--- src/source/rd_mon_pkg.sv ---
`default_nettype none

package rd_mon_pkg;

	// Bus geometry
	localparam int ADDR_W = 32;
	localparam int DATA_W = 64;
	localparam int LANES = DATA_W / 8;
	localparam int LANE_W = $clog2(LANES); // Byte offset bits inside a beat
	localparam int MID_W = 4;
	localparam int SID_W = 6;

	// Slave routing
	localparam int N_SLAVES = 2;
	localparam int SEL_W = 1;

	// Queue depths
	localparam int TRACK_DEPTH = 4;
	localparam int TRK_PTR_W = $clog2(TRACK_DEPTH);
	localparam int BEAT_DEPTH = 8;
	localparam int BEAT_PTR_W = $clog2(BEAT_DEPTH);

	// Config port
	localparam int CFG_AW = 2;
	localparam int CFG_DW = 32;

	typedef enum logic [CFG_AW-1:0] {
		REG_CTRL   = 2'd0,
		REG_STATUS = 2'd1, // W1C
		REG_BEATS  = 2'd2,
		REG_ID     = 2'd3
	} reg_addr_e;

	// CTRL fields
	localparam int CTRL_EN_BIT = 0;
	localparam logic CTRL_EN_RST = 1'b1;
	localparam int CTRL_SEL_LSB = 8;
	localparam int SEL_LSB_W = 5;
	localparam logic [SEL_LSB_W-1:0] SEL_LSB_RST = 5'd12;
	localparam logic [CFG_DW-1:0] MON_ID = 32'h5244_4d31;

	typedef enum logic {
		TRK_FIRST = 1'b0, // Next beat opens a burst
		TRK_BURST = 1'b1
	} track_state_e;

	// STATUS bits
	localparam int ERR_W = 4;
	localparam int ERR_DATA = 0;
	localparam int ERR_ID = 1;
	localparam int ERR_MISSING = 2;
	localparam int ERR_OVF = 3;

	// Byte lane mask to bit mask
	function automatic logic [DATA_W-1:0] lane_bytes(input logic [LANES-1:0] mask);
		logic [DATA_W-1:0] bytes;
		for (int i = 0; i < LANES; i++) begin
			bytes[i*8 +: 8] = {8{mask[i]}};
		end
		return bytes;
	endfunction

endpackage

`default_nettype wire

--- src/source/ar_tracker.sv ---
`timescale 1ns/1ps
`default_nettype none

module ar_tracker #(
	parameter int ID_W = rd_mon_pkg::MID_W
) (
	input  wire logic                          clk,
	input  wire logic                          rst_n,
	input  wire logic                          ar_valid,
	input  wire logic                          ar_ready,
	input  wire logic [ID_W-1:0]               ar_id,
	input  wire logic [rd_mon_pkg::ADDR_W-1:0] ar_addr,
	input  wire logic [2:0]                    ar_size,
	input  wire logic                          r_valid,
	input  wire logic                          r_ready,
	input  wire logic                          r_last,
	output logic                               beat_valid,
	output logic [rd_mon_pkg::ADDR_W-1:0]      beat_addr,
	output logic [rd_mon_pkg::LANES-1:0]       beat_mask,
	output logic [ID_W-1:0]                    beat_id,
	output logic                               ovf
);

	logic ar_hs;
	logic r_hs;
	logic full;
	logic push;
	logic pop;
	logic [rd_mon_pkg::TRK_PTR_W-1:0] wr_ptr;
	logic [rd_mon_pkg::TRK_PTR_W-1:0] rd_ptr;
	logic [rd_mon_pkg::TRK_PTR_W:0] count;
	logic [rd_mon_pkg::ADDR_W-1:0] q_addr [rd_mon_pkg::TRACK_DEPTH];
	logic [2:0] q_size [rd_mon_pkg::TRACK_DEPTH];
	logic [ID_W-1:0] q_id [rd_mon_pkg::TRACK_DEPTH];
	logic [2:0] head_size;
	logic [rd_mon_pkg::ADDR_W-1:0] run_addr;
	logic [rd_mon_pkg::ADDR_W-1:0] step;
	rd_mon_pkg::track_state_e state;

	assign ar_hs = ar_valid & ar_ready;
	assign r_hs = r_valid & r_ready;
	assign full = (count == rd_mon_pkg::TRACK_DEPTH);
	assign push = ar_hs & ~full;
	assign beat_valid = (count != '0);
	assign pop = r_hs & r_last & beat_valid; // Burst ends on last

	assign head_size = q_size[rd_ptr];
	assign beat_id = q_id[rd_ptr];
	assign beat_addr = (state == rd_mon_pkg::TRK_FIRST) ? q_addr[rd_ptr] : run_addr;
	assign step = {{(rd_mon_pkg::ADDR_W-1){1'b0}}, 1'b1} << head_size;

	// Lane active when it shares the size-aligned block of the address
	always_comb begin
		for (int i = 0; i < rd_mon_pkg::LANES; i++) begin
			beat_mask[i] = ((i >> head_size) ==
				(int'(beat_addr[rd_mon_pkg::LANE_W-1:0]) >> head_size));
		end
	end

	always_ff @(posedge clk) begin
		if (push) begin
			q_addr[wr_ptr] <= ar_addr & ({rd_mon_pkg::ADDR_W{1'b1}} << ar_size);
			q_size[wr_ptr] <= ar_size;
			q_id[wr_ptr] <= ar_id;
		end
	end

	always_ff @(posedge clk or negedge rst_n) begin
		if (!rst_n) begin
			wr_ptr <= '0;
			rd_ptr <= '0;
			count <= '0;
			state <= rd_mon_pkg::TRK_FIRST;
			run_addr <= '0;
			ovf <= 1'b0;
		end else begin
			ovf <= ar_hs & full; // Request dropped
			if (push)
				wr_ptr <= wr_ptr + 1'b1;
			if (pop)
				rd_ptr <= rd_ptr + 1'b1;
			case ({push, pop})
				2'b10: count <= count + 1'b1;
				2'b01: count <= count - 1'b1;
				default: count <= count;
			endcase
			if (r_hs && beat_valid) begin
				if (r_last) begin
					state <= rd_mon_pkg::TRK_FIRST;
				end else begin
					state <= rd_mon_pkg::TRK_BURST;
					run_addr <= beat_addr + step; // INCR burst step
				end
			end
		end
	end

endmodule

`default_nettype wire

--- src/source/axi_rd_monitor.sv ---
`timescale 1ns/1ps
`default_nettype none

module axi_rd_monitor (
	input  wire logic clk,
	input  wire logic rst_n,
	// Master side
	input  wire logic                          ar_valid_m,
	input  wire logic                          ar_ready_m,
	input  wire logic [rd_mon_pkg::MID_W-1:0]  ar_id_m,
	input  wire logic [rd_mon_pkg::ADDR_W-1:0] ar_addr_m,
	input  wire logic [2:0]                    ar_size_m,
	input  wire logic                          r_valid_m,
	input  wire logic                          r_ready_m,
	input  wire logic [rd_mon_pkg::MID_W-1:0]  r_id_m,
	input  wire logic [rd_mon_pkg::DATA_W-1:0] r_data_m,
	input  wire logic                          r_last_m,
	// Slave side
	input  wire logic [rd_mon_pkg::N_SLAVES-1:0]                          ar_valid_s,
	input  wire logic [rd_mon_pkg::N_SLAVES-1:0]                          ar_ready_s,
	input  wire logic [rd_mon_pkg::N_SLAVES-1:0][rd_mon_pkg::SID_W-1:0]   ar_id_s,
	input  wire logic [rd_mon_pkg::N_SLAVES-1:0][rd_mon_pkg::ADDR_W-1:0]  ar_addr_s,
	input  wire logic [rd_mon_pkg::N_SLAVES-1:0][2:0]                     ar_size_s,
	input  wire logic [rd_mon_pkg::N_SLAVES-1:0]                          r_valid_s,
	input  wire logic [rd_mon_pkg::N_SLAVES-1:0]                          r_ready_s,
	input  wire logic [rd_mon_pkg::N_SLAVES-1:0][rd_mon_pkg::DATA_W-1:0]  r_data_s,
	input  wire logic [rd_mon_pkg::N_SLAVES-1:0]                          r_last_s,
	// Config
	input  wire logic                          cfg_req,
	input  wire logic                          cfg_we,
	input  wire logic [rd_mon_pkg::CFG_AW-1:0] cfg_addr,
	input  wire logic [rd_mon_pkg::CFG_DW-1:0] cfg_wdata,
	output logic                               cfg_ack,
	output logic [rd_mon_pkg::CFG_DW-1:0]      cfg_rdata,
	output logic                               irq
);

	logic m_beat_valid;
	logic [rd_mon_pkg::ADDR_W-1:0] m_addr;
	logic [rd_mon_pkg::LANES-1:0] m_mask;
	logic [rd_mon_pkg::MID_W-1:0] m_arid;
	logic m_ovf;
	logic [rd_mon_pkg::N_SLAVES-1:0] s_beat_valid;
	logic [rd_mon_pkg::N_SLAVES-1:0][rd_mon_pkg::ADDR_W-1:0] s_addr;
	logic [rd_mon_pkg::N_SLAVES-1:0][rd_mon_pkg::LANES-1:0] s_mask;
	logic [rd_mon_pkg::N_SLAVES-1:0] s_trk_ovf;
	logic [rd_mon_pkg::N_SLAVES-1:0] buf_ovf;
	logic [rd_mon_pkg::N_SLAVES-1:0] head_valid;
	logic [rd_mon_pkg::N_SLAVES-1:0][rd_mon_pkg::ADDR_W-1:0] head_addr;
	logic [rd_mon_pkg::N_SLAVES-1:0][rd_mon_pkg::DATA_W-1:0] head_data;
	logic [rd_mon_pkg::N_SLAVES-1:0][rd_mon_pkg::LANES-1:0] head_mask;
	logic [rd_mon_pkg::N_SLAVES-1:0] pop;
	logic [rd_mon_pkg::ERR_W-1:0] cmp_err;
	logic [rd_mon_pkg::ERR_W-1:0] err_event;
	logic beat_done;
	logic enable;
	logic [rd_mon_pkg::SEL_LSB_W-1:0] sel_lsb;

	ar_tracker #(.ID_W(rd_mon_pkg::MID_W)) u_trk_m (
		.clk(clk), .rst_n(rst_n),
		.ar_valid(ar_valid_m), .ar_ready(ar_ready_m), .ar_id(ar_id_m),
		.ar_addr(ar_addr_m), .ar_size(ar_size_m),
		.r_valid(r_valid_m), .r_ready(r_ready_m), .r_last(r_last_m),
		.beat_valid(m_beat_valid), .beat_addr(m_addr), .beat_mask(m_mask),
		.beat_id(m_arid), .ovf(m_ovf)
	);

	for (genvar s = 0; s < rd_mon_pkg::N_SLAVES; s++) begin : g_slave
		// Slave IDs are remapped by the fabric, so beat_id stays open
		ar_tracker #(.ID_W(rd_mon_pkg::SID_W)) u_trk_s (
			.clk(clk), .rst_n(rst_n),
			.ar_valid(ar_valid_s[s]), .ar_ready(ar_ready_s[s]), .ar_id(ar_id_s[s]),
			.ar_addr(ar_addr_s[s]), .ar_size(ar_size_s[s]),
			.r_valid(r_valid_s[s]), .r_ready(r_ready_s[s]), .r_last(r_last_s[s]),
			.beat_valid(s_beat_valid[s]), .beat_addr(s_addr[s]), .beat_mask(s_mask[s]),
			.beat_id(), .ovf(s_trk_ovf[s])
		);

		slave_beat_buffer u_buf (
			.clk(clk), .rst_n(rst_n),
			.push(r_valid_s[s] & r_ready_s[s] & s_beat_valid[s]), // Tracked beats only
			.beat_addr(s_addr[s]), .beat_mask(s_mask[s]), .r_data(r_data_s[s]),
			.pop(pop[s]),
			.head_valid(head_valid[s]), .head_addr(head_addr[s]),
			.head_data(head_data[s]), .head_mask(head_mask[s]),
			.ovf(buf_ovf[s])
		);
	end

	beat_comparator u_cmp (
		.clk(clk), .rst_n(rst_n),
		.enable(enable), .sel_lsb(sel_lsb),
		.m_beat(r_valid_m & r_ready_m), .m_beat_valid(m_beat_valid),
		.m_addr(m_addr), .m_mask(m_mask), .m_data(r_data_m),
		.m_rid(r_id_m), .m_arid(m_arid),
		.head_valid(head_valid), .head_addr(head_addr),
		.head_data(head_data), .head_mask(head_mask),
		.pop(pop), .err_event(cmp_err), .beat_done(beat_done)
	);

	// Any queue overflow lands in ERR_OVF
	always_comb begin
		err_event = cmp_err;
		err_event[rd_mon_pkg::ERR_OVF] = m_ovf | (|s_trk_ovf) | (|buf_ovf);
	end

	mon_regs u_regs (
		.clk(clk), .rst_n(rst_n),
		.cfg_req(cfg_req), .cfg_we(cfg_we), .cfg_addr(cfg_addr), .cfg_wdata(cfg_wdata),
		.cfg_ack(cfg_ack), .cfg_rdata(cfg_rdata),
		.err_event(err_event), .beat_done(beat_done),
		.enable(enable), .sel_lsb(sel_lsb), .irq(irq)
	);

endmodule

`default_nettype wire

--- src/source/beat_comparator.sv ---
`timescale 1ns/1ps
`default_nettype none

module beat_comparator (
	input  wire logic                                  clk,
	input  wire logic                                  rst_n,
	input  wire logic                                  enable,
	input  wire logic [rd_mon_pkg::SEL_LSB_W-1:0]      sel_lsb,
	input  wire logic                                  m_beat,
	input  wire logic                                  m_beat_valid,
	input  wire logic [rd_mon_pkg::ADDR_W-1:0]         m_addr,
	input  wire logic [rd_mon_pkg::LANES-1:0]          m_mask,
	input  wire logic [rd_mon_pkg::DATA_W-1:0]         m_data,
	input  wire logic [rd_mon_pkg::MID_W-1:0]          m_rid,
	input  wire logic [rd_mon_pkg::MID_W-1:0]          m_arid,
	input  wire logic [rd_mon_pkg::N_SLAVES-1:0]       head_valid,
	input  wire logic [rd_mon_pkg::N_SLAVES-1:0][rd_mon_pkg::ADDR_W-1:0] head_addr,
	input  wire logic [rd_mon_pkg::N_SLAVES-1:0][rd_mon_pkg::DATA_W-1:0] head_data,
	input  wire logic [rd_mon_pkg::N_SLAVES-1:0][rd_mon_pkg::LANES-1:0]  head_mask,
	output logic [rd_mon_pkg::N_SLAVES-1:0]            pop,
	output logic [rd_mon_pkg::ERR_W-1:0]               err_event,
	output logic                                       beat_done
);

	logic check;
	logic [rd_mon_pkg::SEL_W-1:0] sel;
	logic hit;
	logic [rd_mon_pkg::DATA_W-1:0] m_lanes;
	logic [rd_mon_pkg::ERR_W-1:0] err_nxt;

	assign check = m_beat & enable;
	assign sel = m_addr[sel_lsb +: rd_mon_pkg::SEL_W]; // Target slave field
	assign m_lanes = m_data & rd_mon_pkg::lane_bytes(m_mask);

	always_comb begin
		hit = m_beat_valid && head_valid[sel];
		pop = '0;
		err_nxt = '0;
		if (check) begin
			if (hit) begin
				pop[sel] = 1'b1;
				if (head_addr[sel] != m_addr || head_mask[sel] != m_mask ||
					head_data[sel] != m_lanes) begin
					err_nxt[rd_mon_pkg::ERR_DATA] = 1'b1;
				end
			end else begin
				// No slave beat, or no AR behind the master beat
				err_nxt[rd_mon_pkg::ERR_MISSING] = 1'b1;
			end
			if (m_beat_valid && m_rid != m_arid)
				err_nxt[rd_mon_pkg::ERR_ID] = 1'b1;
		end
	end

	// One cycle pulses after the master handshake
	always_ff @(posedge clk or negedge rst_n) begin
		if (!rst_n) begin
			err_event <= '0;
			beat_done <= 1'b0;
		end else begin
			err_event <= err_nxt;
			beat_done <= check;
		end
	end

endmodule

`default_nettype wire

--- src/source/mon_regs.sv ---
`timescale 1ns/1ps
`default_nettype none

module mon_regs (
	input  wire logic                             clk,
	input  wire logic                             rst_n,
	input  wire logic                             cfg_req,
	input  wire logic                             cfg_we,
	input  wire logic [rd_mon_pkg::CFG_AW-1:0]    cfg_addr,
	input  wire logic [rd_mon_pkg::CFG_DW-1:0]    cfg_wdata,
	output logic                                  cfg_ack,
	output logic [rd_mon_pkg::CFG_DW-1:0]         cfg_rdata,
	input  wire logic [rd_mon_pkg::ERR_W-1:0]     err_event,
	input  wire logic                             beat_done,
	output logic                                  enable,
	output logic [rd_mon_pkg::SEL_LSB_W-1:0]      sel_lsb,
	output logic                                  irq
);

	logic access;
	logic wr;
	rd_mon_pkg::reg_addr_e addr;
	logic [rd_mon_pkg::ERR_W-1:0] status;
	logic [rd_mon_pkg::ERR_W-1:0] clr;
	logic [rd_mon_pkg::ERR_W-1:0] status_nxt;
	logic [rd_mon_pkg::CFG_DW-1:0] beats;
	logic [rd_mon_pkg::CFG_DW-1:0] rd_val;

	// One access per request, taken while ack is still low
	assign access = cfg_req & ~cfg_ack;
	assign wr = access & cfg_we;
	assign addr = rd_mon_pkg::reg_addr_e'(cfg_addr);

	assign clr = (wr && addr == rd_mon_pkg::REG_STATUS) ?
		cfg_wdata[rd_mon_pkg::ERR_W-1:0] : '0;
	assign status_nxt = (status & ~clr) | err_event; // Set wins over clear

	always_comb begin
		rd_val = '0;
		case (addr)
			rd_mon_pkg::REG_CTRL: begin
				rd_val[rd_mon_pkg::CTRL_EN_BIT] = enable;
				rd_val[rd_mon_pkg::CTRL_SEL_LSB +: rd_mon_pkg::SEL_LSB_W] = sel_lsb;
			end
			rd_mon_pkg::REG_STATUS: rd_val[rd_mon_pkg::ERR_W-1:0] = status;
			rd_mon_pkg::REG_BEATS:  rd_val = beats;
			rd_mon_pkg::REG_ID:     rd_val = rd_mon_pkg::MON_ID;
			default:                rd_val = '0;
		endcase
	end

	always_ff @(posedge clk) begin
		if (access)
			cfg_rdata <= rd_val; // Held while ack is high
	end

	always_ff @(posedge clk or negedge rst_n) begin
		if (!rst_n) begin
			cfg_ack <= 1'b0;
			enable <= rd_mon_pkg::CTRL_EN_RST;
			sel_lsb <= rd_mon_pkg::SEL_LSB_RST;
			status <= '0;
			beats <= '0;
			irq <= 1'b0;
		end else begin
			if (access)
				cfg_ack <= 1'b1;
			else if (!cfg_req)
				cfg_ack <= 1'b0;

			if (wr && addr == rd_mon_pkg::REG_CTRL) begin
				enable <= cfg_wdata[rd_mon_pkg::CTRL_EN_BIT];
				sel_lsb <= cfg_wdata[rd_mon_pkg::CTRL_SEL_LSB +: rd_mon_pkg::SEL_LSB_W];
			end

			status <= status_nxt;
			irq <= |status_nxt;

			// Saturating count
			if (beat_done && beats != '1)
				beats <= beats + 1'b1;
		end
	end

endmodule

`default_nettype wire

--- src/source/slave_beat_buffer.sv ---
`timescale 1ns/1ps
`default_nettype none

module slave_beat_buffer (
	input  wire logic                          clk,
	input  wire logic                          rst_n,
	input  wire logic                          push,
	input  wire logic [rd_mon_pkg::ADDR_W-1:0] beat_addr,
	input  wire logic [rd_mon_pkg::LANES-1:0]  beat_mask,
	input  wire logic [rd_mon_pkg::DATA_W-1:0] r_data,
	input  wire logic                          pop,
	output logic                               head_valid,
	output logic [rd_mon_pkg::ADDR_W-1:0]      head_addr,
	output logic [rd_mon_pkg::DATA_W-1:0]      head_data,
	output logic [rd_mon_pkg::LANES-1:0]       head_mask,
	output logic                               ovf
);

	logic full;
	logic do_push;
	logic do_pop;
	logic [rd_mon_pkg::BEAT_PTR_W-1:0] wr_ptr;
	logic [rd_mon_pkg::BEAT_PTR_W-1:0] rd_ptr;
	logic [rd_mon_pkg::BEAT_PTR_W:0] count;
	logic [rd_mon_pkg::ADDR_W-1:0] q_addr [rd_mon_pkg::BEAT_DEPTH];
	logic [rd_mon_pkg::DATA_W-1:0] q_data [rd_mon_pkg::BEAT_DEPTH];
	logic [rd_mon_pkg::LANES-1:0] q_mask [rd_mon_pkg::BEAT_DEPTH];

	assign full = (count == rd_mon_pkg::BEAT_DEPTH);
	assign do_push = push & ~full;
	assign do_pop = pop & head_valid;

	assign head_valid = (count != '0);
	assign head_addr = q_addr[rd_ptr];
	assign head_data = q_data[rd_ptr];
	assign head_mask = q_mask[rd_ptr];

	always_ff @(posedge clk) begin
		if (do_push) begin
			q_addr[wr_ptr] <= beat_addr;
			q_data[wr_ptr] <= r_data & rd_mon_pkg::lane_bytes(beat_mask); // Idle lanes zeroed
			q_mask[wr_ptr] <= beat_mask;
		end
	end

	always_ff @(posedge clk or negedge rst_n) begin
		if (!rst_n) begin
			wr_ptr <= '0;
			rd_ptr <= '0;
			count <= '0;
			ovf <= 1'b0;
		end else begin
			ovf <= push & full;
			if (do_push)
				wr_ptr <= wr_ptr + 1'b1;
			if (do_pop)
				rd_ptr <= rd_ptr + 1'b1;
			case ({do_push, do_pop})
				2'b10: count <= count + 1'b1;
				2'b01: count <= count - 1'b1;
				default: count <= count;
			endcase
		end
	end

endmodule

`default_nettype wire

--- config.mk ---
export PLATFORM = sky130hd
export DESIGN_NAME = axi_rd_monitor
export DESIGN_NICKNAME = d
export VERILOG_FILES = /design/src/source/rd_mon_pkg.sv /design/src/source/ar_tracker.sv /design/src/source/axi_rd_monitor.sv /design/src/source/beat_comparator.sv /design/src/source/mon_regs.sv /design/src/source/slave_beat_buffer.sv
export SDC_FILE = /design/constraint.sdc
export NUM_CORES = 2
export LEC_CHECK = 0
export BUFFER_PORTS_ARGS = -buffer_cell sky130_fd_sc_hd__clkbuf_2
export CORE_ASPECT_RATIO = 1.4
export CORE_MARGIN = 2
export CORE_UTILIZATION = 30
export CTS_CLUSTER_DIAMETER = 60
export CTS_CLUSTER_SIZE = 8
export DETAILED_ROUTE_END_ITERATION = 8
export PLACE_DENSITY_LB_ADDON = 0.2
export SLEW_MARGIN = 10
export SYNTH_ARGS = -nofsm -noshare
export SYNTH_HDL_FRONTEND = slang
export SYNTH_SLANG_ARGS = --single-unit
--- constraint.sdc ---
create_clock -name clk -period 22.6 [get_ports clk]
set_input_delay 4.52 -clock clk [delete_from_list [all_inputs] [get_ports clk]]
set_output_delay 4.52 -clock clk [all_outputs]
set_load 0.01 [all_outputs]
## After elaboration in Yosys (flattened, before gate mapping)

Memory sizes are Yosys's and may differ from the RTL's.
Index checks and enable logic that the tools add are counted.

- Bits of input ports: 370
- Logic and storage cells: 279
- Bits in latches: 0
- RAM bits: 2100
- Output and inout port bits: 34
- Memories: 13
- Bits in registers: 225
- Memory bits (read-only): 0

- Divide/modulo/power cells: 0
- Muxes and demuxes: 46
- Bitwise operators: 49
- Multipliers: 0
- Shift-type cells: 34
- Reductions and logical operators: 28
- Order comparisons: 2
- Add/sub/neg operators: 24
- Equal/unequal tests: 48

Memories:

| name | depth | bits a word | read ports | clocked after memory_dff | wr ports | RTL line | source |
|---|---|---|---|---|---|---|---|
| g_slave[0].u_buf.q_data | 8 | 64 | 1 | 0 | 1 | slave_beat_buffer.sv:26 | `logic [rd_mon_pkg::DATA_W-1:0] q_data [rd_mon_pkg::BEAT_DEPTH];` |
| g_slave[1].u_buf.q_data | 8 | 64 | 1 | 0 | 1 | slave_beat_buffer.sv:26 |  |
| g_slave[0].u_buf.q_addr | 8 | 32 | 1 | 0 | 1 | slave_beat_buffer.sv:25 | `logic [rd_mon_pkg::ADDR_W-1:0] q_addr [rd_mon_pkg::BEAT_DEPTH];` |
| g_slave[1].u_buf.q_addr | 8 | 32 | 1 | 0 | 1 | slave_beat_buffer.sv:25 |  |
| g_slave[0].u_trk_s.q_addr | 4 | 32 | 1 | 0 | 1 | ar_tracker.sv:32 | `logic [rd_mon_pkg::ADDR_W-1:0] q_addr [rd_mon_pkg::TRACK_DEPTH];` |
| g_slave[1].u_trk_s.q_addr | 4 | 32 | 1 | 0 | 1 | ar_tracker.sv:32 |  |
| 7 more memories | n/a | n/a | n/a | n/a | n/a | n/a |  |

Operators with widths:

| kind | count |
|---|---|
| == test 32 bit | 24 |
| >> shifter 3 x 3 -> 32 bit (first input constant) | 12 |
| bitwise AND 64 bit | 3 |
| >> shifter 1 x 3 -> 32 bit (first input constant) | 6 |
| >> shifter 2 x 3 -> 32 bit (first input constant) | 6 |
| two-way mux 32 bit | 5 |
| two-way mux 64 bit | 2 |
| adder 32 bit | 3 |
| bitwise AND 32 bit | 3 |
| left shift 1 x 3 -> 32 bit (first input constant) | 3 |
| left shift 32 x 3 -> 32 bit (first input constant) | 3 |
| >> shifter 3 x 3 -> 32 bit | 3 |
| != test 64 bit | 1 |
| case mux 19 bit (2 select lines) | 1 |
| adder 32 x 1 -> 32 bit (second input constant) | 1 |
| != test 32 bit | 1 |
| != test 32 bit (second input constant) | 1 |
| variable part select 32 x 6 -> 1 bit | 1 |
| bitwise AND 1 bit | 29 |
| case mux 3 bit (2 select lines) | 4 |
| case mux 4 bit (2 select lines) | 3 |
| two-way mux 1 bit | 22 |
| adder 3 x 1 -> 3 bit (second input constant) | 7 |
| two-way mux 8 bit | 2 |
| 33 further kinds | 85 |

## Longest topological paths before layout

An unclocked memory read counts as a cell.

- Word-level depth: 12
- Gate-level depth with buffers: 26
- Depth with buffers taken out: 21

## By module

Synthesis repeated with hierarchy kept, for this count alone.

- Cells, all modules: 5400
- Area total of the unflattened synthesis: 99549.2 sq um

Modules (own cells, without submodules):

| module | instances | cells an instance | area an instance (sq um) | seq. area each (sq um) |
|---|---|---|---|---|
| slave_beat_buffer (g_slave[0].u_buf) | 1 | 1333 | 32252.2 | 25259.2 |
| slave_beat_buffer (g_slave[1].u_buf) | 1 | 1332 | 32252.2 | 25259.2 |
| ar_tracker (g_slave[1].u_trk_s) | 1 | 699 | 9604.2 | 5950.7 |
| ar_tracker (g_slave[0].u_trk_s) | 1 | 642 | 9332.7 | 5950.7 |
| ar_tracker (u_trk_m) | 1 | 655 | 9262.6 | 5710.5 |
| beat_comparator | 1 | 476 | 3433.3 | 100.1 |
| mon_regs | 1 | 257 | 3380.7 | 2065.7 |
| axi_rd_monitor | 1 | 6 | 31.3 | 0.0 |

## Worst setup path after synthesis

No wires, ideal clock.

- Kind: input port to flip-flop
- Start: input port r_valid_s[1] (netlist bit)
- End: memory g_slave[1].u_buf.q_addr[4][0] (netlist bit), enable pin
- Setup slack: 5.888 ns
- Data arrival time: 15.853 ns
- Data required time: 21.741 ns
- Library setup time: 0.859 ns
- Path buffers: 0
- Stages: 4
- Path through: o311ai_0 a21oi_1 inv_1 nor4b_1

- Cells in the longest elaborated chain, start to end: 5

Ends and longest elaborated chain:

| element | RTL line | source |
|---|---|---|
| from (decl) | axi_rd_monitor.sv:24 | `input wire logic [rd_mon_pkg::N_SLAVES-1:0] r_valid_s,` |
| bitwise AND 1 bit (2 in a row) | axi_rd_monitor.sv:81 | `.push(r_valid_s[s] & r_ready_s[s] & s_beat_valid[s]),` |
| bitwise AND 1 bit | slave_beat_buffer.sv:30 | `assign do_push = push & ~full;` |
| two-way mux 1 bit | slave_beat_buffer.sv:39 | `if (do_push) begin` |
| two-way mux 1 bit (not written as such) | slave_beat_buffer.sv:40 | `q_addr[wr_ptr] <= beat_addr;` |
| to (decl) | slave_beat_buffer.sv:25 |  |

No other way between the ends.

## Final worst setup path

- Start: input port r_valid_s[1] (netlist bit)
- End: memory g_slave[1].u_buf.q_data[6][8] (netlist bit), enable pin

- Cells in the longest elaborated chain, start to end: 5

Ends and longest elaborated chain:

| element | RTL line | source |
|---|---|---|
| bitwise AND 1 bit (2 in a row) | axi_rd_monitor.sv:81 |  |
| bitwise AND 1 bit | slave_beat_buffer.sv:30 |  |
| two-way mux 1 bit | slave_beat_buffer.sv:39 |  |
| two-way mux 1 bit (not written as such) | slave_beat_buffer.sv:41 | `q_data[wr_ptr] <= r_data & rd_mon_pkg::lane_bytes(beat_mask);` |
| to (decl) | slave_beat_buffer.sv:26 |  |

No other way between the ends.

==> impl_metrics.xml <==
<?xml version="1.0" encoding="UTF-8"?>
<metrics>
  <group name="sta">
    <metric name="grt_setup_unrepaired" unit="">no</metric>
    <metric name="setup-violations-final" unit="">0</metric>
    <metric name="fin_hold_ws" unit="ns">0.460</metric>
    <metric name="final.period_utilization" unit="">0.358</metric>
    <metric name="final_hold_viols" unit="">0</metric>
    <metric name="worst_slew_pin_slew" unit="ns">1.36</metric>
    <metric name="fin_skew" unit="ns">0.0393</metric>
    <metric name="setup-tns-final" unit="ns">0</metric>
    <metric name="slew_viol_final" unit="">0</metric>
    <metric name="fin_ws" unit="ns">14.50</metric>
    <metric name="finalWorstPathRequiredPeriod" unit="ns">8.10</metric>
    <metric name="maxSlewHeadroom" unit="">0.0664</metric>
    <metric name="achievable-frequency" unit="MHz">123</metric>
  </group>
  <group name="power_and_ir_drop">
    <metric name="p_per_area" unit="nW/um^2">146</metric>
    <metric name="power.ir.vdd_worst" unit="mV">0.138</metric>
    <metric name="p_leak" unit="uW">0.0376</metric>
  </group>
  <group name="flow_run">
    <metric name="drv.max_cap_violation_count" unit="">0</metric>
  </group>
  <group name="floorplanning">
    <metric name="rows" unit="">246</metric>
    <metric name="design.core.area" unit="sq um">320000</metric>
    <metric name="die_y" unit="um">674</metric>
    <metric name="ioPinCount" unit="">404</metric>
    <metric name="die_x" unit="um">483</metric>
    <metric name="die_area" unit="sq um">325000</metric>
    <metric name="floorplan.initialDensity" unit="">0.301</metric>
  </group>
  <group name="worst_hold_path">
    <metric name="holdPathStages" unit="">1</metric>
    <metric name="hold_path.startpoint" unit="">u_cmp.err_event[2]</metric>
    <metric name="min_delay_worst_endpoint" unit="">u_regs.status[2]</metric>
    <metric name="holdCritPathClass" unit="">reg2reg</metric>
  </group>
  <group name="clock_tree">
    <metric name="cts-resized-gates" unit="">0</metric>
    <metric name="cts_buffers" unit="">335</metric>
    <metric name="post_cts.repair.setup_buffers" unit="">0</metric>
    <metric name="cts_buffer_depth" unit="">4</metric>
    <metric name="clockRootBuffer" unit="">clkbuf_16</metric>
    <metric name="clk_transition_reported_paths" unit="ns">0.05</metric>
    <metric name="cts_sinks" unit="">2325</metric>
    <metric name="ctsHtreeMaxLevel" unit="">5</metric>
    <metric name="cts_hold_repair.buffers" unit="">0</metric>
    <metric name="cts_tree" unit="">built</metric>
    <metric name="clk_lat_worst_skew" unit="ns">0.88</metric>
  </group>
  <group name="critical_path">
    <metric name="reg2reg_depth" unit="">14</metric>
    <metric name="worst-setup-path-type" unit="">in2reg</metric>
    <metric name="critPathArrivalTime" unit="ns">8.56</metric>
    <metric name="rr_startpoint" unit="">u_trk_m.rd_ptr[0]</metric>
    <metric name="cp-start-kind" unit="">primary input</metric>
    <metric name="worstPathRequired" unit="ns">23.06</metric>
    <metric name="critical_path_peak_fanout" unit="">50</metric>
    <metric name="r2r_setup_slack" unit="ns">15.39</metric>
    <metric name="reg2reg_to" unit="">u_cmp.err_event[0]</metric>
    <metric name="endpoint_kind_of_the_worst_setup_timing_path" unit="">flop</metric>
  </group>
  <group name="place">
    <metric name="post-place-ws" unit="ns">13.63</metric>
    <metric name="gpl.final_weighted_congestion" unit="">0.887</metric>
    <metric name="post-dp-hpwl" unit="um">189000</metric>
    <metric name="placement.io_buffers" unit="">368</metric>
    <metric name="postPlaceCellArea" unit="sq um">104000</metric>
  </group>
  <group name="global_routing">
    <metric name="grt_pass1_wl" unit="um">401000</metric>
    <metric name="via_count_of_the_first_global_routing_pass" unit="">52008</metric>
    <metric name="grt_overflow" unit="">0</metric>
    <metric name="all_layer_gr_usage" unit="">0.174</metric>
    <metric name="grt_max_degree" unit="">112</metric>
    <metric name="antenna_found_initial" unit="">73</metric>
  </group>
  <group name="synth">
    <metric name="synthArstFlopShare" unit="">0.0830</metric>
    <metric name="post_synth_instance_area" unit="sq um">96200</metric>
    <metric name="synthesis.area_per_instance" unit="sq um">18.6</metric>
    <metric name="synth-edff-count" unit="">2132</metric>
    <metric name="synth_fp_nets" unit="">5611</metric>
    <metric name="synth_seq_area_share" unit="">0.716</metric>
    <metric name="synth_flop_cell" unit="">edfxtp_1</metric>
    <metric name="synth_seq_cells" unit="">2325</metric>
    <metric name="yosysWarningCount" unit="">0</metric>
    <metric name="synth.lib_cells_used.distinct" unit="">95</metric>
    <metric name="postSynthCellCount" unit="">5164</metric>
  </group>
  <group name="detailed_routing">
    <metric name="wl" unit="um">287000</metric>
    <metric name="avgViaCountPerCell" unit="">4.94</metric>
    <metric name="vias" unit="">50210</metric>
    <metric name="final_antenna_net_count" unit="">0</metric>
    <metric name="drtPass1Iterations" unit="">5</metric>
    <metric name="detail_route.wl_per_cell" unit="um">28.2</metric>
    <metric name="drt_drc_violations_left" unit="">0</metric>
    <metric name="detailedRoute.firstIterationViolations" unit="">4028</metric>
  </group>
  <group name="run_status">
    <metric name="run_status" unit="">completed</metric>
  </group>
  <group name="layout">
    <metric name="areaGrowthSynthToFinish" unit="%">17.4</metric>
    <metric name="fin_area" unit="sq um">113000</metric>
    <metric name="final_layout_size_suffix_gt1_frac" unit="">0.257</metric>
    <metric name="nNetsFinal" unit="">6228</metric>
  </group>
</metrics>
-- state kept, by name, indices dropped and copies added, names as in the netlist, 4 cells and up --
name and cells:
u_regs.status 4, g_slave.u_trk_s.count 6, g_slave.u_trk_s.run_addr 64, g_slave.u_buf.wr_ptr 6, u_regs.beats 32, u_trk_m.run_addr 32, g_slave.u_trk_s.wr_ptr 4, u_regs.cfg_rdata 32
g_slave.u_trk_s.q_size 24, u_regs.sel_lsb 5, g_slave.u_buf.rd_ptr 6, g_slave.u_buf.q_addr 512, g_slave.u_trk_s.rd_ptr 4, g_slave.u_trk_s.q_addr 256, g_slave.u_buf.count 8, u_trk_m.q_addr 128
g_slave.u_buf.q_mask 128, g_slave.u_buf.q_data 1024, u_trk_m.q_id 16, u_trk_m.q_size 12
-- layer usage --
metal | GRT usage | wire length, um
met4 | 0.0686 | 12200
met5 | 0 | 464
met3 | 0.0402 | 19100
met2 | 0.289 | 140000
met1 | 0.220 | 115000
-- Yosys cell counts (14+ instances only) --
| library cell | n | area share |
|---|---|---|
| mux2i_1 | 337 | 0.035 |
| ha_1 | 71 | 0.0092 |
| nor4_1 | 19 | 0.0012 |
| o21ai_0 | 132 | 0.0069 |
| xor2_1 | 81 | 0.0074 |
| mux4_2 | 508 | 0.12 |
| nand2_1 | 262 | 0.010 |
| buf_2 | 47 | 0.0024 |
| a22oi_1 | 14 | 0.0011 |
| nor2_1 | 133 | 0.0052 |
| a21o_1 | 22 | 0.0017 |
| nand4_1 | 26 | 0.0017 |
| inv_1 | 116 | 0.0045 |
| nor2b_1 | 85 | 0.0055 |
| nor3_1 | 35 | 0.0018 |
| edfxtp_1 | 2132 | 0.67 |
| and2_1 | 136 | 0.0088 |
| buf_1 | 39 | 0.0015 |
| dfrtp_1 | 190 | 0.049 |
| mux2_2 | 80 | 0.0094 |
| and3_1 | 18 | 0.0012 |
| clkbuf_1 | 110 | 0.0043 |
| a21oi_1 | 64 | 0.0033 |
| nand3_1 | 54 | 0.0028 |
| xnor2_1 | 171 | 0.016 |
| nand2b_1 | 28 | 0.0018 |
-- how the worst max path moves through the flow --
stage / startpoint / end / depth (start not counted)
2_1_floorplan: r_valid_s[1] / g_slave[1].u_buf.q_addr[4][0] / 4
6_report: r_valid_s[1] / g_slave[1].u_buf.q_data[6][8] / 7
4_1_cts: r_valid_s[0] / g_slave[0].u_buf.q_data[5][1] / 8
3_5_place_dp: r_valid_s[0] / g_slave[0].u_buf.q_data[5][19] / 8
5_1_grt: r_valid_s[1] / g_slave[1].u_buf.q_data[6][15] / 7
3_3_place_gp: r_valid_s[0] / g_slave[0].u_buf.q_data[5][19] / 8
-- power breakdown --
group / internal (uW) / switching, uW
clock network: 2760 / 1780
logic: 2070 / 3840
registers: 5830 / 251
total: 10700 / 5870
-- cell type report --
class	instances	area, sq um
antenna	16	40.0
clock buffer	469	9030
clock inverter	19	260
fill	30002	207000
inverter	118	444
multi-input combinational	2503	26100
sequential	2325	68900
tap	4216	5280
timing repair buffer	498	2930
-- layout by cell type (no fill, tap or decap), types with 122 or more instances in the layout --
master	Yosys	layout
and2_1	136	132
buf_4	12	122
clkbuf_1	110	127
clkbuf_16	0	342
clkbuf_2	0	367
dfrtp_1	190	181
edfxtp_1	2132	2132
mux2i_1	337	335
mux4_2	508	508
nand2_1	262	262
nor2_1	133	122
o21ai_0	132	131
xnor2_1	171	171
-- critical path, cell delays in order --
cell and delay, ns:
clkbuf_2 0.10, o311ai_1 0.33, a21oi_1 0.50, nand2_1 0.29, nor3b_2 0.96, buf_4 0.91
buf_4 0.84
-- metrics by stage --
| stage | total power (uW) | util | instances |
|---|---|---|---|
| 2_1_floorplan | 9790 | - | 5164 |
| 3_3_place_gp | 12100 | 0.324 | 9660 |
| 3_5_place_dp | 12200 | 0.324 | 9660 |
| 4_1_cts | 16800 | 0.353 | 10148 |
| 5_1_grt | 17300 | 0.353 | 10149 |
| 6_report | 16500 | 0.353 | 10164 |
-- kinds of logic (layout without fill, tap and decap cells) --
kind of cell	Yosys count	count (layout)	share of synthesized area
flops	2325	2325	0.716
mux	927	927	0.164
simple gates	852	852	0.0448
compound gates	395	395	0.0275
buf+inv	336	1104	0.0151
xor+xnor	252	252	0.0229
fa+ha+maj	77	77	0.0105
other cells	0	16	0
(Power assumes the default switching activity.)
